File: config.mk
export PLATFORM = sky130hd
export DESIGN_NAME = c16_fetch
export DESIGN_NICKNAME = d
export VERILOG_FILES = /design/src/source/c16_pkg.sv /design/src/source/c16_fetch.sv
export SDC_FILE = /design/constraint.sdc
export NUM_CORES = 1
export LEC_CHECK = 0
export ABC_CLOCK_PERIOD_IN_PS = 1900
export BUFFER_PORTS_ARGS = -buffer_cell sky130_fd_sc_hd__buf_2
export CAP_MARGIN = 10
export CELL_PAD_IN_SITES_DETAIL_PLACEMENT = 0
export CELL_PAD_IN_SITES_GLOBAL_PLACEMENT = 1
export CORE_MARGIN = 2
export CORE_UTILIZATION = 26
export DETAILED_ROUTE_END_ITERATION = 16
export GPL_ROUTABILITY_DRIVEN = 0
export PLACE_DENSITY_LB_ADDON = 0.1
export REMOVE_ABC_BUFFERS = 1
export SKIP_LAST_GASP = 1
export SLEW_MARGIN = 20
export SYNTH_ARGS = -nofsm -noshare
export SYNTH_HDL_FRONTEND = slang
export SYNTH_SLANG_ARGS = --single-unit
File: constraint.sdc
create_clock -name clk -period 1.9 [get_ports clk]
set_input_delay 0.38 -clock clk [delete_from_list [all_inputs] [get_ports clk]]
set_output_delay 0.38 -clock clk [all_outputs]
set_load 0.005 [all_outputs]
File: src/source/c16_pkg.sv
package c16_pkg;

  typedef logic [15:0] word_t;
  typedef logic [2:0]  reg_addr_t;

  // Instruction opcodes, bits [15:11]
  // _i forms take a register plus imm5, _r forms two registers, _p forms pc plus imm8
  typedef enum logic [4:0] {
    add_i  = 5'b00000,
    add_r  = 5'b00001,
    sub_i  = 5'b00010,
    sub_r  = 5'b00011,
    slt_i  = 5'b00100,
    slt_r  = 5'b00101,
    shl_i  = 5'b10000,
    shl_r  = 5'b10001,
    ld_i   = 5'b10100,
    ld_p   = 5'b10101,
    st_i   = 5'b10110,
    st_p   = 5'b10111,
    lea_i  = 5'b11000,
    lea_p  = 5'b11001,
    call_i = 5'b11010,
    call_p = 5'b11011,
    brz_i  = 5'b11110,
    brz_p  = 5'b11111
  } opcode_e;

  // Operations carried from decode to execute
  typedef enum logic [3:0] {
    op_add  = 4'h0,
    op_sub  = 4'h1,
    op_slt  = 4'h2,
    op_shl  = 4'h3,
    op_call = 4'h4,
    op_brz  = 4'h5,
    op_ld   = 4'h6,
    op_st   = 4'h7,
    op_nop  = 4'hf
  } exec_op_e;

  localparam int        num_regs    = 8;
  localparam reg_addr_t discard_reg = 3'd7;
  // First step after reset lands on address 0
  localparam word_t     reset_pc    = 16'hffff;

endpackage

File: src/source/c16_fetch.sv
`timescale 1ns/1ps

module c16_fetch #(
  parameter int mem_addr_w = 10
) (
  input  logic           clk,
  input  logic           rst_n,
  input  logic           redirect,
  input  c16_pkg::word_t redirect_pc,
  output c16_pkg::word_t next_pc,
  output c16_pkg::word_t fetch_pc
);
  import c16_pkg::*;

  // Keeps addresses inside the memory depth
  localparam word_t addr_mask = word_t'((32'd1 << mem_addr_w) - 32'd1);

  word_t step_pc;

  assign step_pc = redirect ? redirect_pc : fetch_pc + 16'd1;
  assign next_pc = step_pc & addr_mask;

  always_ff @(posedge clk) begin
    if (!rst_n) begin
      fetch_pc <= reset_pc;
    end else begin
      fetch_pc <= next_pc;
    end
  end

endmodule

# Word level (Yosys, flattened, before mapping)
# Cells that the tools add are included.
word_totals:
  reg_bits: 16
  latch_bits: 0
  mem_bits_rw: 0
  mem_bits_ro: 0
  in_bits: 19
  output_inout_bits: 32
  mem_count: 0
op_classes:
  n_addsub: 1
  multipliers: 0
  div: 0
  order_cmp: 0
  eq_ne: 0
  n_shift: 0
  muxes: 2
  bitwise: 0
  reduce_logical: 0
op_table:
  columns: ["operator", "count"]
  rows:
  - ["$mux 16", 1]
  - ["$add 10x1->10 const B", 1]
  - ["$mux 10", 1]

# Longest topological paths before layout
depth:
  word_depth: 3
  mapped_depth: 4
  mapped_depth_nobuf: 4

# Worst setup path after synthesis
# Ideal clock, no wire load.
synth_timing:
  path_type: "reg-to-output"
  startpoint: "register fetch_pc[0]"
  endpoint: "output port next_pc[8]"
  arrival_time_ns: 1.278
  required_time_ns: 1.520
  path_slack_ns: 0.242
  path_stages_with_launch: 5
  cell_sequence: "dfxtp_1 > ha_1 > nand3_1 > or4_1 > nand3_1"
synth_between:
  elab_chain_cells: 2
synth_rtl:
  columns: ["element", "line", "source"]
  rows:
  - ["from (decl)", "c16_fetch.sv:11", "output c16_pkg::word_t fetch_pc"]
  - ["from (signal assigned)", "c16_fetch.sv:25", "fetch_pc <= reset_pc;"]
  - ["from (signal assigned)", "c16_fetch.sv:27", "fetch_pc <= next_pc;"]
  - ["$add 10x1->10", "c16_fetch.sv:20", "assign step_pc = redirect ? redirect_pc : fetch_pc + 16'd1;"]
  - ["$mux 10", "c16_fetch.sv:20", null]
  - ["to (decl)", "c16_fetch.sv:10", "output c16_pkg::word_t next_pc,"]
# Every way passes these cells.

# Worst setup path in the final report
# Same ends and word-level chain as after synthesis.

==> impl_metrics.py <==
metrics = {
    "global_routing": {
        "grt_pass1_wl_um": 3070,
        "grt_util_all_layers_pct": 12.4,
        "grt_max_degree": 16,
        "grt-ovfl-total": 0,
        "antenna_found_initial": 0,
        "first_global_vias": 672,
    },
    "floorplan": {
        "die_w_um": 55.9,
        "core_area_um2": 2520,
        "rows": 18,
        "die_area_um2": 3120,
        "pin_count": 51,
        "die_h_um": 55.9,
        "start_util_pct": 27.7,
    },
    "cells_and_area": {
        "syn_to_final_growth_pct": 46.5,
        "drive_above_1_share_pct": 53.8,
        "stdcell_area_um2": 1020,
        "finalNetCount": 151,
        "layout_commonest_cell": "buf_2",
        "n_fill_cell": 282,
        "n_antenna_cell": 0,
        "regMostFlops": "fetch_pc",
        "largestRegisters": "fetch_pc x11",
        "largest_reg_flops": 11,
        "final_cell_mix": "38 x buf_2, 11 x buf_4, 10 x nand2_1",
    },
    "critical_path": {
        "startpoint_type": "register",
        "cp_data_arrival_time_ps": 1530,
        "crit_path_end_kind": "output pin",
        "crit_type": "reg -> out",
        "worstPathRequired_ps": 1520,
        "critPathMaxFanout": 4,
    },
    "timing": {
        "setup_viol": 2,
        "fin_skew_ps": 1.45,
        "drv_slew": 0,
        "setup_ws_ps": -10.9,
        "period_share_pct": 101,
        "hold_viol_final": 0,
        "max_clock_freq_mhz": 523,
        "rsz0062_at_grt": "yes",
        "min_period_ps": 1910,
    },
    "detailed_routing": {
        "drc": 0,
        "m1WireLength_um": 857,
        "routed_wl_um": 1820,
        "wl_per_cell_um": 11.4,
        "first_pass_iters": 4,
        "vias": 741,
        "ant_nets": 0,
        "wl_met2_um": 780,
        "vias_per_cell": 4.63,
        "drt_iter0_drc": 9,
        "topRoutingLayerUsed": "met4",
        "wl_met3_um": 149,
    },
    "pwr": {
        "power.density_nw_per_um2": 689,
        "p_int_w": 0.000476,
        "clock_power_share_pct": 23.2,
        "peakVddDrop_uv": 365,
        "power.share.switching_pct": 32.5,
        "p_comb_share_pct": 36.9,
        "p_leak_nw": 0.506,
        "power_frac_seq_pct": 39.9,
        "p_sw_w": 0.000230,
    },
    "cts": {
        "cts_hold_buffers": 0,
        "htreeDepth": 1,
        "numCtsBuffers": 3,
        "cts_tree": "yes",
        "insertion_delay_ps": 270,
        "clockBufferDepth": 2,
        "clock_sinks": 11,
        "clkTransAtPathRegs_ps": 70,
        "root_buffer": "clkbuf_4",
    },
    "synth": {
        "synth_fa_ha_area_share_pct": 1.79,
        "synth_xor_xnor_area_share_pct": 3.76,
        "synth_seq_area_share_pct": 31.5,
        "synthMuxAreaShare_pct": 4.47,
        "syn_area_um2": 699,
        "synth_simple_gate_area_share_pct": 32.0,
        "yosys.area.top_type": "dfxtp_1",
        "synth-seq-cells": 11,
        "synth_top_area_share_pct": 31.5,
        "yosys-top-cells-area": "dfxtp_1 31%, buf_4 12%, nand3_1 7.9%, nand2_1 5.4%, o211ai_1 4.3%",
        "syn_inst": 85,
        "avgSynthCellArea_um2": 8.23,
        "synth_top_family_by_area": "simple AND/OR/NAND/NOR gates",
        "ys_warn_count": 0,
        "ys_types": 28,
        "synth-compound-area-share_pct": 11.1,
    },
    "placed_design": {
        "portBuffers": 38,
        "place_hpwl_um": 1400,
        "pre_cts_slack_ps": 163,
        "post_dp_cell_area_um2": 902,
    },
    "job": {
        "drv_cap": 0,
    },
    "status": {
        "violations": "negative setup slack",
        "status": "complete, but fails checks",
    },
    "min_path": {
        "hp-class": "in -> reg",
    },
}
[path summary, 6_finish.rpt]
kind | start | end | slack, ps | cells after the start
setup / recovery | fetch_pc[0] | next_pc[8] | -10 | 5
hold / removal | redirect_pc[8] | fetch_pc[8] | 350 | 3
setup reg to reg | fetch_pc[0] | fetch_pc[2] | 590 | 5
hold reg to reg | fetch_pc[6] | fetch_pc[6] | 570 | 2
[power by group through the flow]
stage / registers [W] / logic, W / clock network [W]
finish: 0.000282 / 0.000261 / 0.000164
global route: 0.000287 / 0.000292 / 0.000178
CTS: 0.000281 / 0.000243 / 0.000167
detailed placement: 0.000283 / 0.000231 / 0
global placement: 0.000283 / 0.000230 / 0
floorplan: 0.000290 / 0.000107 / 0
[timing repair]
item / 4_1_cts / 5_1_grt
pin swaps: 1 / 4
gates resized for setup: 10 / 8
endpoints found under the setup margin: 3 / 6
buffers inserted: 2 / 3
[cell usage after synthesis]
| cell | instances |
|---|---|
| or4b_4 | 1 |
| o21ai_1 | 1 |
| nor2b_1 | 3 |
| nor3b_1 | 1 |
| buf_4 | 11 |
| or2_1 | 1 |
| or4_1 | 2 |
| o21ai_0 | 4 |
| nand4_4 | 1 |
| nand2_1 | 10 |
| a22oi_1 | 3 |
| conb_1 | 1 |
| mux2i_1 | 2 |
| inv_1 | 2 |
| xnor2_1 | 1 |
| xor2_1 | 2 |
| mux2_2 | 1 |
| or2_2 | 1 |
| clkbuf_1 | 1 |
| ha_1 | 1 |
| buf_2 | 2 |
| o211ai_1 | 4 |
| nand2b_1 | 1 |
| dfxtp_1 | 11 |
| nand4_1 | 3 |
| nor2_1 | 2 |
| nand3_1 | 11 |
| nor4bb_1 | 1 |
[logic make-up after synthesis]
group | after synthesis
fa+ha+maj | 1
xor+xnor | 3
buf+inv | 16
flops | 11
simple gates | 38
mux | 3
compound gates | 12
other cells | 1
[through the flow]
stage | hold WS, ps | power, W | TNS (ps) | util (%) | instances
finish | 348 | 0.000706 | -13.3 | 40.6 | 160
global route | 363 | 0.000756 | -252 | 40.6 | 160
CTS | 345 | 0.000691 | 0 | 38.2 | 157
detailed placement | 608 | 0.000514 | 0 | 35.8 | 151
global placement | 589 | 0.000513 | 0 | 35.8 | 151
floorplan | 452 | 0.000397 | 0 | - | 76
[critical path, cell delays in order (launching register included)]
cell and delay, ps:
dfxtp_2 360, ha_1 180, nand3_1 100, or4_4 430
nand3_1 90, buf_2 110
[routing by layer]
metal	vias to the layer above	global-route usage (%)
met3	5	3.26
met1	323	17.2
met5	-	0
li1	379	-
met2	34	17.7
met4	0	6.12
[layout make-up]
type | count | area (um2) | area share, %
Inverter | 2 | 7.51 | 0.733
Multi-Input combinational cell | 63 | 434 | 42.4
Tap cell | 30 | 37.5 | 3.66
Sequential cell | 11 | 235 | 23.0
Clock buffer | 4 | 26.3 | 2.56
Timing Repair Buffer | 50 | 284 | 27.7
Note: power is estimated with default switching activity, not from simulation.
