**src/source/c16_pkg.sv**
```systemverilog
package c16_pkg;

  typedef logic [15:0] word_t;
  typedef logic [2:0]  reg_addr_t;

  // Instruction opcodes, bits [15:11]
  // _i forms take a register plus imm5, _r forms two registers, _p forms pc plus imm8
  typedef enum logic [4:0] {
    add_i  = 5'b00000,
    add_r  = 5'b00001,
    sub_i  = 5'b00010,
    sub_r  = 5'b00011,
    slt_i  = 5'b00100,
    slt_r  = 5'b00101,
    shl_i  = 5'b10000,
    shl_r  = 5'b10001,
    ld_i   = 5'b10100,
    ld_p   = 5'b10101,
    st_i   = 5'b10110,
    st_p   = 5'b10111,
    lea_i  = 5'b11000,
    lea_p  = 5'b11001,
    call_i = 5'b11010,
    call_p = 5'b11011,
    brz_i  = 5'b11110,
    brz_p  = 5'b11111
  } opcode_e;

  // Operations carried from decode to execute
  typedef enum logic [3:0] {
    op_add  = 4'h0,
    op_sub  = 4'h1,
    op_slt  = 4'h2,
    op_shl  = 4'h3,
    op_call = 4'h4,
    op_brz  = 4'h5,
    op_ld   = 4'h6,
    op_st   = 4'h7,
    op_nop  = 4'hf
  } exec_op_e;

  localparam int        num_regs    = 8;
  localparam reg_addr_t discard_reg = 3'd7;
  // First step after reset lands on address 0
  localparam word_t     reset_pc    = 16'hffff;

endpackage

```
**src/source/c16_ifs.sv**
```systemverilog


// Registered operation handed from decode to execute
interface exec_if;
  import c16_pkg::*;

  exec_op_e  op;
  word_t     arg_0;
  word_t     arg_1;
  word_t     pc;
  reg_addr_t dest;
  word_t     store_data;

  modport source (
    output op, output arg_0, output arg_1,
    output pc, output dest, output store_data
  );
  modport sink (
    input op, input arg_0, input arg_1,
    input pc, input dest, input store_data
  );
endinterface

```
**src/source/c16_execute.sv**
```systemverilog
`timescale 1ns/1ps

module c16_execute (
  exec_if.sink               exec_bus,
  output c16_pkg::reg_addr_t wb_dest,
  output c16_pkg::word_t     wb_value,
  output logic               wb_en,
  output logic               redirect,
  output c16_pkg::word_t     redirect_pc,
  output c16_pkg::word_t     data_addr,
  output c16_pkg::word_t     data_wdata,
  output logic               data_we,
  output logic               ld_request
);
  import c16_pkg::*;

  word_t sum;

  // Sum doubles as jump target and memory address
  assign sum         = exec_bus.arg_0 + exec_bus.arg_1;
  assign redirect_pc = sum;
  assign data_addr   = sum;
  assign data_wdata  = exec_bus.store_data;
  assign wb_dest     = exec_bus.dest;

  always_comb begin
    wb_value   = sum;
    wb_en      = 1'b0;
    redirect   = 1'b0;
    data_we    = 1'b0;
    ld_request = 1'b0;
    case (exec_bus.op)
      op_add: wb_en = 1'b1;
      op_sub: begin
        wb_value = exec_bus.arg_0 - exec_bus.arg_1;
        wb_en    = 1'b1;
      end
      op_slt: begin
        // Unsigned compare
        wb_value = word_t'(exec_bus.arg_0 < exec_bus.arg_1);
        wb_en    = 1'b1;
      end
      op_shl: begin
        wb_value = exec_bus.arg_0 << exec_bus.arg_1[3:0];
        wb_en    = 1'b1;
      end
      op_call: begin
        wb_value = exec_bus.pc;
        wb_en    = 1'b1;
        redirect = 1'b1;
      end
      op_brz:  redirect   = 1'b1;
      op_ld:   ld_request = 1'b1;
      op_st:   data_we    = 1'b1;
      default: wb_en      = 1'b0;
    endcase
  end

endmodule

```
**src/flat_wrapper.sv**
```systemverilog
// flat-port wrapper written by rule: the top's interface ports become plain ports
module c16_execute_flat import c16_pkg::*;
  (wb_dest, wb_value, wb_en, redirect, redirect_pc, data_addr, data_wdata, data_we, ld_request, exec_bus_op, exec_bus_arg_0, exec_bus_arg_1, exec_bus_pc, exec_bus_dest, exec_bus_store_data);
  exec_if exec_bus_i ();
  output c16_pkg::reg_addr_t wb_dest;
  output c16_pkg::word_t wb_value;
  output logic wb_en;
  output logic redirect;
  output c16_pkg::word_t redirect_pc;
  output c16_pkg::word_t data_addr;
  output c16_pkg::word_t data_wdata;
  output logic data_we;
  output logic ld_request;
  input wire logic [$bits(exec_bus_i.op)-1:0] exec_bus_op;
  input wire logic [$bits(exec_bus_i.arg_0)-1:0] exec_bus_arg_0;
  input wire logic [$bits(exec_bus_i.arg_1)-1:0] exec_bus_arg_1;
  input wire logic [$bits(exec_bus_i.pc)-1:0] exec_bus_pc;
  input wire logic [$bits(exec_bus_i.dest)-1:0] exec_bus_dest;
  input wire logic [$bits(exec_bus_i.store_data)-1:0] exec_bus_store_data;
  assign exec_bus_i.op = exec_bus_op;
  assign exec_bus_i.arg_0 = exec_bus_arg_0;
  assign exec_bus_i.arg_1 = exec_bus_arg_1;
  assign exec_bus_i.pc = exec_bus_pc;
  assign exec_bus_i.dest = exec_bus_dest;
  assign exec_bus_i.store_data = exec_bus_store_data;
  c16_execute u_core (.exec_bus(exec_bus_i), .wb_dest(wb_dest), .wb_value(wb_value), .wb_en(wb_en), .redirect(redirect), .redirect_pc(redirect_pc), .data_addr(data_addr), .data_wdata(data_wdata), .data_we(data_we), .ld_request(ld_request));
endmodule
```
**config.mk**
```make
export PLATFORM = sky130hd
export DESIGN_NAME = c16_execute_flat
export DESIGN_NICKNAME = d
export VERILOG_FILES = /design/src/source/c16_pkg.sv /design/src/source/c16_ifs.sv /design/src/source/c16_execute.sv /design/src/flat_wrapper.sv
export SDC_FILE = /design/constraint.sdc
export NUM_CORES = 1
export LEC_CHECK = 0
export BUFFER_PORTS_ARGS = -buffer_cell sky130_fd_sc_hd__buf_2
export CELL_PAD_IN_SITES_DETAIL_PLACEMENT = 2
export CELL_PAD_IN_SITES_GLOBAL_PLACEMENT = 2
export CORE_UTILIZATION = 29
export DETAILED_ROUTE_END_ITERATION = 6
export PLACE_DENSITY = 0.94
export SYNTH_ARGS = -nofsm -noshare
export SYNTH_HDL_FRONTEND = slang
export SYNTH_SLANG_ARGS = --single-unit
```
**constraint.sdc**
```tcl
create_clock -name vclk -period 8.13
set_clock_uncertainty 0.15 [all_clocks]
set_input_delay 1.2195 -clock vclk [all_inputs]
set_output_delay 1.2195 -clock vclk [all_outputs]
set_load 0.02 [all_outputs]
```
### Yosys cells after proc, flatten, opt, wreduce, memory -nomap -nowiden

Cells that the tools add are included.

* flip-flop bits (word level): 0
* logic and storage cells: 19
* output and inout port bits: 71
* input bits: 71

* reduce and logical (&&, ||, !) cells: 3
* add/sub/neg operators: 2
* shift operators: 1
* multiplexer cells: 5
* eq/ne operators: 7
* order comparisons: 1

Operator list (count)
* $pmux W16 S4: 1
* $add A16 B16 Y16: 1
* $eq A4 B3 Y1 const B: 4
* $lt A16 B16 Y1: 1
* $shl A16 B4 Y16: 1
* $sub A16 B16 Y16: 1
* $eq A4 B2 Y1 const B: 2
* $reduce_or A5 Y1: 1
* $eq A4 B1 Y1 const B: 1
* $logic_not A4 Y1: 1
* $mux W1: 4
* $reduce_or A2 Y1: 1

### Longest topological paths before layout

* depth after elaboration: 3
* mapped depth: 12
* mapped depth without buffers: 10

### Worst setup path after synthesis

Ideal clock, no wire load.

* path type: input port to output port
* start point: input port exec_bus_arg_1[2]
* end point: output port wb_value[11]
* stages: 10
* path slack: 3.018 ns
* path buffers: 3
* arrival: 3.742 ns
* path through: buf_2 -> inv_1 -> buf_2 -> ha_1 -> buf_2 -> a221oi_2 -> o31ai_1 -> a31oi_4 -> o22ai_1 -> a2111oi_1

* cells in the longest elaborated chain, start to end: 2

RTL lines
* start, declared: line flat_wrapper.sv:16 `input wire logic [$bits(exec_bus_i.arg_1)-1:0] exec_bus_arg_1;`
* $add A16 B16 Y16 (tied with other cells): line c16_execute.sv:20 `assign sum = exec_bus.arg_0 + exec_bus.arg_1;`
* $pmux W16 S4 (*): line c16_execute.sv:32 `case (exec_bus.op)`
* end, declared: line flat_wrapper.sv:6 `output c16_pkg::word_t wb_value;`

Mark *: on every way between the ends. The rest lies on a longest branch, timed or not.

### Worst setup path after layout

* start point: input port exec_bus_arg_1[1]
* end point: output port wb_value[11]

Same word-level chain as after synthesis.

==> impl_metrics.yaml <==
status:
  outcome: "finished clean"
clock_network:
  cts_hold_buf: 0
  cts_setup_buffers: 0
  cts.repair.resized: 0
finish:
  multi_input_comb_area_mm2: 0.00269
  seq_area_um2: 0
  seq_cells: 0
  nClkBuffers: 0
  nets: 578
  area_growth_pct: 9.75
  post_route_cells_drive_above_1_share_pct: 28.9
  final_cell_mix: "buf_2 (104), nor2_1 (41), inv_1 (35), a21oi_1 (34), ha_1 (32)"
  layout_commonest_cell: "buf_2"
  n_antenna_cell: 0
  nFillCells: 1314
synth:
  syn_inst: 426
  netlist_area_mm2: 0.00322
  avgSynthCellArea_um2: 7.56
  syn_nets: 531
  ys.warnings.count: 0
  ys_seq_area_share_pct: 0
  ys_types: 70
global_route:
  grt_overflow_total: 0
  grt_max_degree: 24
  grt_pass1_vias: 3771
  antenna_found_initial: 0
  grt_usage_pct: 21.7
  grt_pass1_wl_um: 20000
worst_setup_path:
  startpoint: "exec_bus_arg_1[1]"
  cp.arrival_ns: 4.29
  required_ns: 6.76
  critPathKind: "primary input to primary output"
  cp_max_fo: 20
  critPathLaunchType: "primary input"
  end_kind: "primary output"
floorplanning:
  rows: 38
  core_mm2: 0.0108
  die_width_um: 107
  initial_core_util_pct: 29.7
  die_h_um: 107
  num_io_pins: 142
  design.die.area_mm2: 0.0115
worst_hold_path:
  hp-start: "exec_bus_store_data[11]"
  hold_path.class: "primary input to primary output"
timing:
  hold_viol: 0
  fmax_mhz: 177
  worst_slew_pin_slew_ns: 0.746
  min_period_ns: 5.66
  fin_crit_sh_pct: 69.6
  tns_ns: 0
  relSlewSlack_pct: 49.9
  finalMaxSlewViolations: 0
  finalSetupViolCount: 0
  rsz0062_at_grt: "no"
detailed_routing:
  ant_nets: 0
  drc: 0
  drtIter0Drc: 193
  num_vias: 3507
  via_per_inst: 5.74
  wl_um: 12700
  wl_per_cell_um: 20.8
  drt-pass1-iter-count: 4
pwr:
  p_leak_uw: 0.00164
  ir_drop_mv: 0.0408
  total_power_uw: 355
  p_per_area_mw_per_mm2: 100
placed_design:
  hpwl_um: 10600
  port_buffers: 104
  gp_congestion: 0.865
run:
  cap_violations: 0
==> cells by family (layout without fill, tap and decap cells) <==
family                     after synthesis  in the layout  synth area share, %
AOI/OAI and AO/OA                      128            128                 29.7
and+or+nand+nor                        122            122                 20.1
buffers and inverters                   97            142                 16.6
adders and majority gates               34             34                 13.7
muxes                                   30             30                 15.8
xor gates and xnor gates                15             15                 4.08
==> routing by layer <==
layer | vias up | track usage, % | share of wire, %
li1 | 1629 | - | -
met1 | 1713 | 28.3 | 42
met2 | 144 | 39.4 | 49
met3 | 21 | 1.15 | 7.0
met4 | 0 | 4.50 | 1.8
met5 | - | 0 | 0
==> where the power goes <==
group,switching [uW],leakage (uW),internal (uW)
clock,0,0,0
sequential,0,0,0
combinational,225,0.00164,130
total,225,0.00164,130
==> per-stage QoR <==
stage          hold slack (ns)  utilization (%)  instance area (um^2)  setup slack [ns]  std cells
2_1_floorplan             2.40                -                  3220              3.02        426
3_3_place_gp              2.29             32.6                  3540              2.71        611
3_5_place_dp              2.29             32.6                  3540              2.48        611
4_1_cts                   2.29             32.6                  3540              2.47        611
5_1_grt                   2.29             32.6                  3540              2.30        611
6_report                  2.29             32.6                  3540              2.47        611
==> layout make-up <==
type | instances | area share [%]
inverters | 35 | 3.72
multi-input cells | 329 | 76.0
well taps | 140 | 4.95
repair buffers | 107 | 15.4
==> worst max-delay path, cell delays in order <==
cell and delay [ns]:
buf_2 0.41, inv_1 0.27, ha_1 0.37, nor2b_1 0.24, o2111ai_1 0.19, a31oi_1 0.41
nor2_1 0.12, o21a_1 0.22, nor3b_1 0.13, a2111oi_1 0.46, buf_2 0.26
==> cells in the mapped netlist, types with 6 or more instances <==
master / count / area (um^2)
nand3_1: 10 / 50.1
a21o_1: 6 / 45.0
inv_1: 35 / 131
o221ai_1: 7 / 61.3
xnor2_1: 10 / 87.6
o21a_1: 8 / 60.1
nand2_1: 18 / 67.6
o21ai_0: 11 / 55.1
nor2_1: 41 / 154
nor3_1: 11 / 55.1
nor2b_1: 6 / 37.5
a21oi_1: 34 / 170
a211oi_1: 9 / 67.6
mux2i_1: 13 / 130
ha_1: 32 / 400
nor3b_1: 7 / 52.6
buf_2: 16 / 80.1
buf_4: 38 / 285
clkbuf_1: 6 / 22.5
mux4_2: 10 / 225
nand2b_1: 9 / 56.3
==> path summary, 6_finish.rpt <==
| path | end | depth (start not counted) |
|---|---|---|
| min | data_wdata[11] | 0 |
| max | wb_value[11] | 11 |
Note: power is estimated with default switching activity, not from simulation.
