File: src/source/c16_pkg.sv
package c16_pkg;

  typedef logic [15:0] word_t;
  typedef logic [2:0]  reg_addr_t;

  // Instruction opcodes, bits [15:11]
  // _i forms take a register plus imm5, _r forms two registers, _p forms pc plus imm8
  typedef enum logic [4:0] {
    add_i  = 5'b00000,
    add_r  = 5'b00001,
    sub_i  = 5'b00010,
    sub_r  = 5'b00011,
    slt_i  = 5'b00100,
    slt_r  = 5'b00101,
    shl_i  = 5'b10000,
    shl_r  = 5'b10001,
    ld_i   = 5'b10100,
    ld_p   = 5'b10101,
    st_i   = 5'b10110,
    st_p   = 5'b10111,
    lea_i  = 5'b11000,
    lea_p  = 5'b11001,
    call_i = 5'b11010,
    call_p = 5'b11011,
    brz_i  = 5'b11110,
    brz_p  = 5'b11111
  } opcode_e;

  // Operations carried from decode to execute
  typedef enum logic [3:0] {
    op_add  = 4'h0,
    op_sub  = 4'h1,
    op_slt  = 4'h2,
    op_shl  = 4'h3,
    op_call = 4'h4,
    op_brz  = 4'h5,
    op_ld   = 4'h6,
    op_st   = 4'h7,
    op_nop  = 4'hf
  } exec_op_e;

  localparam int        num_regs    = 8;
  localparam reg_addr_t discard_reg = 3'd7;
  // First step after reset lands on address 0
  localparam word_t     reset_pc    = 16'hffff;

endpackage

File: src/source/c16_ifs.sv
`timescale 1ns/1ps

// Two combinational register reads from decode
interface reg_read_if;
  import c16_pkg::*;

  reg_addr_t addr_0;
  reg_addr_t addr_1;
  word_t     value_0;
  word_t     value_1;

  modport decoder (output addr_0, output addr_1, input value_0, input value_1);
  modport regfile (input addr_0, input addr_1, output value_0, output value_1);
endinterface

// Registered operation handed from decode to execute
interface exec_if;
  import c16_pkg::*;

  exec_op_e  op;
  word_t     arg_0;
  word_t     arg_1;
  word_t     pc;
  reg_addr_t dest;
  word_t     store_data;

  modport source (
    output op, output arg_0, output arg_1,
    output pc, output dest, output store_data
  );
  modport sink (
    input op, input arg_0, input arg_1,
    input pc, input dest, input store_data
  );
endinterface

File: src/source/c16_decode.sv
`timescale 1ns/1ps

module c16_decode (
  input  logic           clk,
  input  logic           rst_n,
  input  c16_pkg::word_t instruction,
  input  c16_pkg::word_t fetch_pc,
  input  logic           redirect,
  reg_read_if.decoder    reg_port,
  exec_if.source         exec_bus
);
  import c16_pkg::*;

  opcode_e   opcode;
  reg_addr_t rd;
  reg_addr_t rs0;
  reg_addr_t rs1;
  word_t     imm5;
  word_t     imm8;

  exec_op_e  op_next;
  word_t     arg_0_next;
  word_t     arg_1_next;
  logic      rd_on_port_1;

  // Low in the first cycle after reset, when q_a holds no fetched word yet
  logic      started;

  //////////////////////////////
  // Field split
  //////////////////////////////

  assign opcode = opcode_e'(instruction[15:11]);
  assign rd     = instruction[10:8];
  assign rs0    = instruction[7:5];
  assign rs1    = instruction[2:0];
  assign imm5   = {{11{instruction[4]}}, instruction[4:0]};
  assign imm8   = {{8{instruction[7]}}, instruction[7:0]};

  // brz tests rd, st stores rd
  assign rd_on_port_1    = opcode inside {brz_i, brz_p, st_i, st_p};
  assign reg_port.addr_0 = rs0;
  assign reg_port.addr_1 = rd_on_port_1 ? rd : rs1;

  //////////////////////////////
  // Operation and operands
  //////////////////////////////

  always_comb begin
    op_next    = op_nop;
    arg_0_next = reg_port.value_0;
    arg_1_next = imm5;
    case (opcode)
      add_i, lea_i: op_next = op_add;
      sub_i:        op_next = op_sub;
      slt_i:        op_next = op_slt;
      shl_i, shl_r: op_next = op_shl;
      call_i:       op_next = op_call;
      ld_i:         op_next = op_ld;
      st_i:         op_next = op_st;
      add_r: begin
        op_next    = op_add;
        arg_1_next = reg_port.value_1;
      end
      sub_r: begin
        op_next    = op_sub;
        arg_1_next = reg_port.value_1;
      end
      slt_r: begin
        op_next    = op_slt;
        arg_1_next = reg_port.value_1;
      end
      lea_p, call_p, ld_p, st_p, brz_p: begin
        arg_0_next = fetch_pc;
        arg_1_next = imm8;
        case (opcode)
          lea_p:   op_next = op_add;
          call_p:  op_next = op_call;
          ld_p:    op_next = op_ld;
          st_p:    op_next = op_st;
          default: op_next = op_brz;
        endcase
      end
      brz_i:        op_next = op_brz;
      default:      op_next = op_nop;
    endcase
    // Branch not taken unless rd is zero
    if (op_next == op_brz && reg_port.value_1 != '0) begin
      op_next = op_nop;
    end
  end

  //////////////////////////////
  // Execute-stage register
  //////////////////////////////

  always_ff @(posedge clk) begin
    if (!rst_n) begin
      started     <= 1'b0;
      exec_bus.op <= op_nop;
    end else begin
      started <= 1'b1;
      // Squash slot behind a taken call or brz
      exec_bus.op <= (redirect || !started) ? op_nop : op_next;
    end
  end

  always_ff @(posedge clk) begin
    exec_bus.arg_0      <= arg_0_next;
    exec_bus.arg_1      <= arg_1_next;
    exec_bus.pc         <= fetch_pc;
    exec_bus.dest       <= rd;
    exec_bus.store_data <= reg_port.value_1;
  end

endmodule

File: src/flat_wrapper.sv
// flat-port wrapper written by rule: the top's interface ports become plain ports
module c16_decode_flat import c16_pkg::*;
  (clk, rst_n, instruction, fetch_pc, redirect, reg_port_addr_0, reg_port_addr_1, reg_port_value_0, reg_port_value_1, exec_bus_op, exec_bus_arg_0, exec_bus_arg_1, exec_bus_pc, exec_bus_dest, exec_bus_store_data);
  reg_read_if reg_port_i ();
  exec_if exec_bus_i ();
  input  logic clk;
  input  logic rst_n;
  input  c16_pkg::word_t instruction;
  input  c16_pkg::word_t fetch_pc;
  input  logic redirect;
  output wire logic [$bits(reg_port_i.addr_0)-1:0] reg_port_addr_0;
  output wire logic [$bits(reg_port_i.addr_1)-1:0] reg_port_addr_1;
  input wire logic [$bits(reg_port_i.value_0)-1:0] reg_port_value_0;
  input wire logic [$bits(reg_port_i.value_1)-1:0] reg_port_value_1;
  output wire logic [$bits(exec_bus_i.op)-1:0] exec_bus_op;
  output wire logic [$bits(exec_bus_i.arg_0)-1:0] exec_bus_arg_0;
  output wire logic [$bits(exec_bus_i.arg_1)-1:0] exec_bus_arg_1;
  output wire logic [$bits(exec_bus_i.pc)-1:0] exec_bus_pc;
  output wire logic [$bits(exec_bus_i.dest)-1:0] exec_bus_dest;
  output wire logic [$bits(exec_bus_i.store_data)-1:0] exec_bus_store_data;
  assign reg_port_addr_0 = reg_port_i.addr_0;
  assign reg_port_addr_1 = reg_port_i.addr_1;
  assign reg_port_i.value_0 = reg_port_value_0;
  assign reg_port_i.value_1 = reg_port_value_1;
  assign exec_bus_op = exec_bus_i.op;
  assign exec_bus_arg_0 = exec_bus_i.arg_0;
  assign exec_bus_arg_1 = exec_bus_i.arg_1;
  assign exec_bus_pc = exec_bus_i.pc;
  assign exec_bus_dest = exec_bus_i.dest;
  assign exec_bus_store_data = exec_bus_i.store_data;
  c16_decode u_core (.clk(clk), .rst_n(rst_n), .instruction(instruction), .fetch_pc(fetch_pc), .redirect(redirect), .reg_port(reg_port_i), .exec_bus(exec_bus_i));
endmodule
File: config.mk
export PLATFORM = sky130hd
export DESIGN_NAME = c16_decode_flat
export DESIGN_NICKNAME = d
export VERILOG_FILES = /design/src/source/c16_pkg.sv /design/src/source/c16_ifs.sv /design/src/source/c16_decode.sv /design/src/flat_wrapper.sv
export SDC_FILE = /design/constraint.sdc
export NUM_CORES = 1
export LEC_CHECK = 0
export ABC_CLOCK_PERIOD_IN_PS = 1500
export BUFFER_PORTS_ARGS = -buffer_cell sky130_fd_sc_hd__buf_2
export CORE_MARGIN = 2
export CORE_UTILIZATION = 30
export CTS_CLUSTER_SIZE = 12
export DETAILED_ROUTE_END_ITERATION = 10
export HOLD_SLACK_MARGIN = 0.1
export PLACE_DENSITY = 0.64
export SETUP_SLACK_MARGIN = 0.5
export SLEW_MARGIN = 20
export SYNTH_ARGS = -nofsm -noshare
export SYNTH_HDL_FRONTEND = slang
export SYNTH_SLANG_ARGS = --single-unit
export TNS_END_PERCENT = 100
File: constraint.sdc
create_clock -name clk -period 1.5 [get_ports clk]
set_input_delay 0.3 -clock clk [delete_from_list [all_inputs] [get_ports clk]]
set_output_delay 0.3 -clock clk [all_outputs]
set_load 0.02 [all_outputs]
== Yosys cells after proc, flatten, opt, wreduce, memory -nomap -nowiden ==
Index checks and enable logic that the tools add are counted.
Widths: inputs -> output; s select.

* Flip-flop bits (word level): 72
* Input bits: 67
* Output and inout bits: 77
* Logic and storage cells: 45

* Bitwise operators: 1
* Mux-type cells: 6
* Equal/unequal tests: 18
* Reductions and logical operators: 13

{| class="wikitable"
|+ Operators with widths
! operator !! number
|-
| $eq 5x5->1 const B || 12
|-
| $pmux 4 s9 || 1
|-
| $pmux 16 s2 || 1
|-
| $mux 16 || 1
|-
| $reduce_bool 16->1 || 1
|-
| $pmux 3 s4 || 1
|-
| $eq 5x2->1 const B || 2
|-
| $eq 5x3->1 const B || 2
|-
| $reduce_or 3->1 || 3
|-
| $reduce_or 2->1 || 3
|-
| $eq 5x1->1 const B || 1
|-
| $logic_not 5->1 || 1
|-
| $reduce_or 5->1 || 1
|-
| $eq 4x3->1 const B || 1
|-
| $reduce_bool 4->1 || 1
|-
| $mux 3 || 1
|-
| $logic_and 1x1->1 || 1
|-
| $logic_not 1->1 || 1
|-
| $logic_or 1x1->1 || 1
|-
| $mux 1 || 1
|-
| $not 1->1 || 1
|}

== Depth between registers and ports, before layout ==
Gate-level depths: netlist (run 1).

* Depth after elaboration: 6
* Depth in mapped cells: 6
* Gate-level depth less buffers: 4

== Least setup slack after synthesis (run 1) ==
Ideal clock, no wire load.

* Path kind: input port to flip-flop
* Start: input instruction[14]
* End: register u_core.exec_bus.arg_1[10]
* Required time: 1.386 ns
* Library setup time: 0.114 ns
* Arrival: 1.412 ns
* Stages on the path: 6
* Slack: -0.026 ns
* Path through: buf_2 > a211o_1 > o221a_1 > a21o_1 > buf_6 > a21o_1

* Word-level cells in the longest chain between the ends: 3
* Elaborated cells on any way between the ends: 11
* Classes of those cells: 8 x eq/ne; 1 x mux; 2 x reduce/logical

{| class="wikitable"
|+ RTL lines
! what !! line !! source
|-
| from (decl) || flat_wrapper.sv:8 || <nowiki>input c16_pkg::word_t instruction;</nowiki>
|-
| $eq 5x5->1 (tied with other cells) || c16_decode.sv:53 || <nowiki>case (opcode)</nowiki>
|-
| $reduce_or 5->1 / $reduce_or 3->1 (equally long branches) || -- ||
|-
| $pmux 16 s2 (*) || c16_decode.sv:53 ||
|-
| via u_core.arg_1_next[10] || c16_decode.sv:23 || <nowiki>word_t arg_1_next;</nowiki>
|-
| to (signal assigned) || c16_decode.sv:110 || <nowiki>exec_bus.arg_1 <= arg_1_next;</nowiki>
|-
| to (decl) || c16_ifs.sv:28 || <nowiki>output op, output arg_0, output arg_1,</nowiki>
|}

Mark *: on every way through the listed nets, which the timed path passes. The rest lies on a longest branch.
A chain may end at the register's enable or synchronous reset.

== Worst setup path after layout (run 1) ==
* Start: input instruction[12]
* End: output reg_port_addr_1[0]

* Word-level cells in the longest chain between the ends: 3
* Elaborated cells on any way between the ends: 6
* Classes of those cells: 4 x eq/ne; 1 x mux; 1 x reduce/logical

{| class="wikitable"
|+ RTL lines
! what !! line !! source
|-
| $eq 5x5->1 || c16_decode.sv:41 || <nowiki>assign rd_on_port_1 = opcode inside {brz_i, brz_p, st_i, st_p};</nowiki>
|-
| $reduce_bool 4->1 (*) || c16_decode.sv:41 ||
|-
| $mux 3 (*) || c16_decode.sv:43 || <nowiki>assign reg_port.addr_1 = rd_on_port_1 ? rd : rs1;</nowiki>
|-
| to (decl) || flat_wrapper.sv:12 || <nowiki>output wire logic [$bits(reg_port_i.addr_1)-1:0] reg_port_addr_1;</nowiki>
|}

Mark *: on every way between the ends. The rest lies on a longest branch, timed or not.

==> results.sh, run 1 <==
export IMPL_rows=30
export IMPL_maxCapViolCount=0
export IMPL_status="completed"
export IMPL_final_common_cell="buf_6"
export IMPL_highest_layer="met4"
export IMPL_grtUsageTotal_pct=17.35
export IMPL_fill_cells=513
export IMPL_grt_pass1_vias=2014
export IMPL_hold_class="in2reg"
export IMPL_fmax_ghz=0.7948
export IMPL_path_max_fanout=4
export IMPL_numPortBuffers=143
export IMPL_crit_path_start_kind="primary input"
export IMPL_critPathCaptureType="output port"
export IMPL_min_period_ps=1258
export IMPL_cts_tree="yes"
export IMPL_crit_type="in2out"
export IMPL_cts_num_sinks=72
export IMPL_nets=413
export IMPL_hold_violations=0
export IMPL_regArea_mm2=0.001530
export IMPL_relSlewSlack_pct=75.80
export IMPL_drt_iter0_drc=15
export IMPL_period_share_pct=83.88
export IMPL_wl_met2_mm=3.675
export IMPL_fp_dieW_um=87.46
export IMPL_initial_core_util_pct=30.93
export IMPL_arrival_ps=960
export IMPL_m1WireLength_mm=2.366
export IMPL_cts_root_buf="clkbuf_8"
export IMPL_firstDrtPassIters=4
export IMPL_vias=1908
export IMPL_vdd_ir_drop_max_mv=0.5602
export IMPL_clockBufferDepth=2
export IMPL_ys_seq_area_share_pct=68.98
export IMPL_die_y_um=87.46
export IMPL_wl_mm=6.560
export IMPL_gp_congestion=0.7271
export IMPL_grt_max_degree=14
export IMPL_core_mm2=0.006756
export IMPL_p_per_area_mw_per_mm2=1126
export IMPL_drc=0
export IMPL_viasPerCell=4.427
export IMPL_cts_buffers=9
export IMPL_mostFrequentLayoutCells="buf_6 (82), dfxtp_2 (71), buf_2 (65)"
export IMPL_antennaDiodeCount=0
export IMPL_area_growth_pct=107.0
export IMPL_wl_met3_um=415
export IMPL_grt_overflow=0
export IMPL_io_pins=144
export IMPL_path_clk_slew_ps=80
export IMPL_grt_first_pass_wirelength_mm=9.749
export IMPL_ys_types=26
export IMPL_multi_input_comb_area_um2=732.0
export IMPL_wire_per_inst_um=15.22
export IMPL_setup_tns_ps=0
export IMPL_drtAntennaViolNets=0
export IMPL_tightest_slew_ps=361.4
export IMPL_ys_warn_count=0
export IMPL_p_leak_nw=2.031
export IMPL_clkLatencyLatePin_ps=330
export IMPL_required_ps=1200
export IMPL_setup_violations=0
export IMPL_ys_ff_latch=72
export IMPL_dieArea_mm2=0.007648
export IMPL_syn_area_mm2=0.002090
export IMPL_antenna_found_initial=0
export IMPL_rsz0062_at_grt="yes"
export IMPL_drv_slew=0
export IMPL_dp_hpwl_mm=3.997
export IMPL_layout_setup_ws_ps=241.9
export IMPL_place_ws_ps=-111.4
export IMPL_syn_num_nets=219
export IMPL_netlist_instances=152
export IMPL_drive_above_1_share_pct=80.06
export IMPL_htreeDepth=3
export IMPL_skew_ps=2.103
export IMPL_post_route_util_pct=64.02
export IMPL_synth_area_per_cell_um2=13.75
==> flip-flops by register name (all words and copies together) (netlist names) <==
register / flops
u_core.exec_bus.store_data: 16
u_core.exec_bus.arg_1: 16
u_core.exec_bus.op: 4
u_core.exec_bus.arg_0: 16
u_core.started: 1
u_core.exec_bus.pc: 16
u_core.exec_bus.dest: 3
==> final timing paths <==
kind / start / to / slack (ps) / depth (start not counted)
worst max-delay path: instruction[12] / reg_port_addr_1[0] / 240 / 4
worst min-delay path: reg_port_value_1[4] / u_core.exec_bus.store_data[4] / 130 / 1
worst max register to register: u_core.started / u_core.exec_bus.op[2] / 730 / 2
worst min register to register: u_core.started / u_core.exec_bus.op[0] / 600 / 2
==> power breakdown <==
| part | internal, mW | switching, mW | total (mW) |
|---|---|---|---|
| clock | 1.11 | 0.718 | 1.82 |
| combinational | 0.528 | 0.389 | 0.917 |
| sequential | 2.07 | 0.0623 | 2.13 |
==> through the flow <==
stage / instance area [µm²] / power, mW / hold WS, ps / cells
6_report: 4325 / 4.870 / 128.9 / 431
5_1_grt: 4325 / 5.063 / 104.6 / 431
4_1_cts: 4275 / 4.894 / 107.5 / 431
3_5_place_dp: 2968 / 2.728 / 415.9 / 376
3_3_place_gp: 2968 / 2.718 / 413.4 / 376
2_1_floorplan: 2152 / 2.462 / 327.7 / 152
==> routing by layer <==
metal	up-vias	GRT usage (%)
li1	919	-
met1	892	17.35
met2	87	32.64
met3	10	6.161
met4	0	6.294
met5	-	0
==> area by class of cell <==
class,count,share of cell area (%)
Multi-Input combinational cell,70,16.92
Tap cell,80,2.314
Clock buffer,9,2.864
Timing Repair Buffer,191,39.57
Clock inverter,7,2.777
Sequential cell,72,35.38
Inverter,2,0.1736
==> cells in the mapped netlist <==
cell type / count / area share (%)
a211o_1: 1 / 0.42
a21o_1: 10 / 3.6
a21oi_1: 1 / 0.24
a221o_1: 2 / 0.96
and3b_1: 2 / 0.84
buf_2: 3 / 0.72
buf_4: 4 / 1.4
buf_6: 2 / 1.1
dfxtp_1: 72 / 69
inv_1: 2 / 0.36
mux2_1: 1 / 0.54
mux2_2: 25 / 13
nand2_1: 5 / 0.90
nand2b_1: 1 / 0.30
nand3_1: 1 / 0.24
nand4_1: 2 / 0.60
nor2_1: 4 / 0.72
nor2_2: 1 / 0.30
nor2_4: 1 / 0.54
nor2b_1: 1 / 0.30
nor3_1: 1 / 0.24
nor4_1: 4 / 1.2
o211ai_1: 2 / 0.72
o21ai_0: 2 / 0.48
o221a_1: 1 / 0.54
or2_2: 1 / 0.30
==> critical path, stage by stage <==
cell     delay [ps]
buf_8           100
nand3_4         110
mux2_4          310
buf_6           130
==> logic make-up after synthesis <==
group,share of synthesized area (%)
simple gates,6.467
flops,68.98
mux,14.01
buf+inv,3.593
compound gates,6.946
==> what timing repair did <==
action                                  in CTS  in global routing
gates resized for setup                    246                 12
hold buffers                                34                  0
endpoints found under the setup margin     106                108
cloned                                       2                  0
pin swaps                                    5                  4
setup buffers                                3                  0
endpoints found under the hold margin       34                  0
Power figures use the tool's default switching activity.
==> run 2: changes to the inputs <==
ABC_CLOCK_PERIOD_IN_PS = 1300   (was 1500)
PLACE_DENSITY = 0.61   (was 0.64)
clock period = 1.3 ns   (was 1.5 ns; I/O delays follow)
==> run 2 against run 1 <==
Net effect: critical path depth is 1 higher; core utilization rose by 0.074 points; flip-flop and latch count unchanged; clock power down 21%; count of clock-buffer cells in the layout rose by 2; die area unchanged; cell count grew 1.4%; first-iteration DRC count increased by 27%; setup slack got worse by 220 ps; cell area is 0.12% higher.
==> results.sh, run 2 (synthesized netlist as in run 1, its figures left out) <==
export IMPL_setup_tns_ps=0
export IMPL_tightest_slew_ps=312.5
export IMPL_nets=420
export IMPL_required_ps=1040
export IMPL_drive_above_1_share_pct=80.95
export IMPL_die_y_um=87.46
export IMPL_numPortBuffers=143
export IMPL_crit_chain="buf_8, buf_6, nand3_4, mux2_4, buf_6"
export IMPL_skew_ps=3.110
export IMPL_cpPeakStageDelay_ps=310
export IMPL_whs_path_depth=2
export IMPL_io_pins=144
export IMPL_final_common_cell="buf_6"
export IMPL_gp_congestion=0.7371
export IMPL_rr_worst_depth=2
export IMPL_hold_class="in2reg"
export IMPL_cts_num_sinks=72
export IMPL_antennaDiodeCount=0
export IMPL_cts_buffers=9
export IMPL_drt_iter0_drc=19
export IMPL_arrival_ps=1020
export IMPL_final_area_mm2=0.004330
export IMPL_p_per_area_mw_per_mm2=1150
export IMPL_rsz0062_at_grt="yes"
export IMPL_firstDrtPassIters=2
export IMPL_cts_tree="yes"
export IMPL_crit_type="in2out"
export IMPL_initial_core_util_pct=30.93
export IMPL_clockBufferDepth=2
export IMPL_path_clk_slew_ps=70
export IMPL_p_leak_nw=2.020
export IMPL_relSlewSlack_pct=79.07
export IMPL_dp_hpwl_mm=4.094
export IMPL_htreeDepth=3
export IMPL_critPathCaptureType="output port"
export IMPL_drtAntennaViolNets=0
export IMPL_dieArea_mm2=0.007648
export IMPL_fp_dieW_um=87.46
export IMPL_grt_max_degree=12
export IMPL_rows=30
export IMPL_multi_input_comb_area_um2=725.7
export IMPL_place_area_mm2=0.003028
export IMPL_grt_overflow=0
export IMPL_maxCapViolCount=0
export IMPL_hold_ws_ps=141.5
export IMPL_slowest_stage="mux2_4"
export IMPL_antenna_found_initial=0
export IMPL_hold_violations=0
export IMPL_status="completed"
export IMPL_drv_slew=0
export IMPL_clkLatencyLatePin_ps=330
export IMPL_layout_setup_ws_ps=19.96
export IMPL_drc=0
export IMPL_core_mm2=0.006756
export IMPL_setup_violations=0
export IMPL_period_share_pct=98.46
export IMPL_mostFrequentLayoutCells="buf_6 (81), dfxtp_2 (71), buf_2 (62)"
export IMPL_vdd_ir_drop_max_mv=0.5291
export IMPL_crit_path_start_kind="primary input"
export IMPL_wl_mm=6.432
export IMPL_wire_per_inst_um=14.72
export IMPL_place_ws_ps=-281.2
export IMPL_path_max_fanout=4
export IMPL_fill_cells=528
export IMPL_cts_root_buf="clkbuf_8"
export IMPL_vias=1933
export IMPL_critical_path_most_common_cell="buf_6"
export IMPL_grtUsageTotal_pct=17.10
export IMPL_viasPerCell=4.423
export IMPL_area_growth_pct=107.2
export IMPL_p_total_mw=4.982
export IMPL_grt_pass1_vias=2029
export IMPL_grt_first_pass_wirelength_mm=9.756
export IMPL_min_period_ps=1280
export IMPL_fmax_ghz=0.7812
export IMPL_regArea_mm2=0.001530
-- run 2: cell count changes in the layout (fill, tap and decap cells not counted), moves of 3 or more --
cell       before  now
bufinv_16       3    0
mux2_4         24   16
buf_4           6   13
mux2_2          2   10
buf_8           2    5
buf_2          65   62
-- run 2: layout make-up --
type | instances | share of cell area (%)
Clock inverter | 4 | 0.5201
Tap cell | 80 | 2.311
Inverter | 2 | 0.1734
Multi-Input combinational cell | 70 | 16.76
Timing Repair Buffer | 198 | 41.87
Sequential cell | 72 | 35.34
Clock buffer | 11 | 3.034
-- run 2: worst paths after layout --
path	start	endpoint	slack (ps)
max reg2reg	u_core.started	u_core.exec_bus.op[1]	520
min reg2reg	u_core.started	u_core.exec_bus.op[0]	610
min	reg_port_value_1[15]	u_core.exec_bus.store_data[15]	140
max	instruction[13]	reg_port_addr_1[1]	20
-- run 2: per-layer routing --
layer / vias up / track usage [%] / part of all wire (%)
li1: 924 / - / -
met1: 916 / 17.06 / 36
met2: 82 / 31.82 / 56
met3: 11 / 5.118 / 6.1
met4: 0 / 8.392 / 2.0
met5: - / 0 / 0
-- run 2: where the power goes --
part / leakage, nW / switching (mW) / internal [mW] / total (mW)
combinational: 1.34 / 0.453 / 0.631 / 1.08
clock: 0.0789 / 0.770 / 0.673 / 1.44
sequential: 0.605 / 0.0698 / 2.38 / 2.45
total: 2.02 / 1.29 / 3.69 / 4.98
-- run 2: per-stage QoR --
| step | std cells | utilization (%) |
|---|---|---|
| floorplan | 152 | - |
| global placement | 379 | 44.81 |
| detailed placement | 379 | 44.81 |
| CTS | 435 | 63.24 |
| global route | 437 | 64.09 |
| finish | 437 | 64.09 |
-- run 2: critical path: cells and delay by family --
kind	cells	cell delay [ps]
buf+inv	3	340
mux	1	310
simple gates	1	100
-- run 2: repair_timing --
| action | CTS | global route |
|---|---|---|
| endpoints found under the hold margin | 33 | 0 |
| cloned | 2 | 0 |
| gates resized for setup | 243 | 14 |
| pin swaps | 7 | 4 |
| setup buffers | 6 | 2 |
| endpoints found under the setup margin | 108 | 110 |
| hold buffers | 33 | 0 |
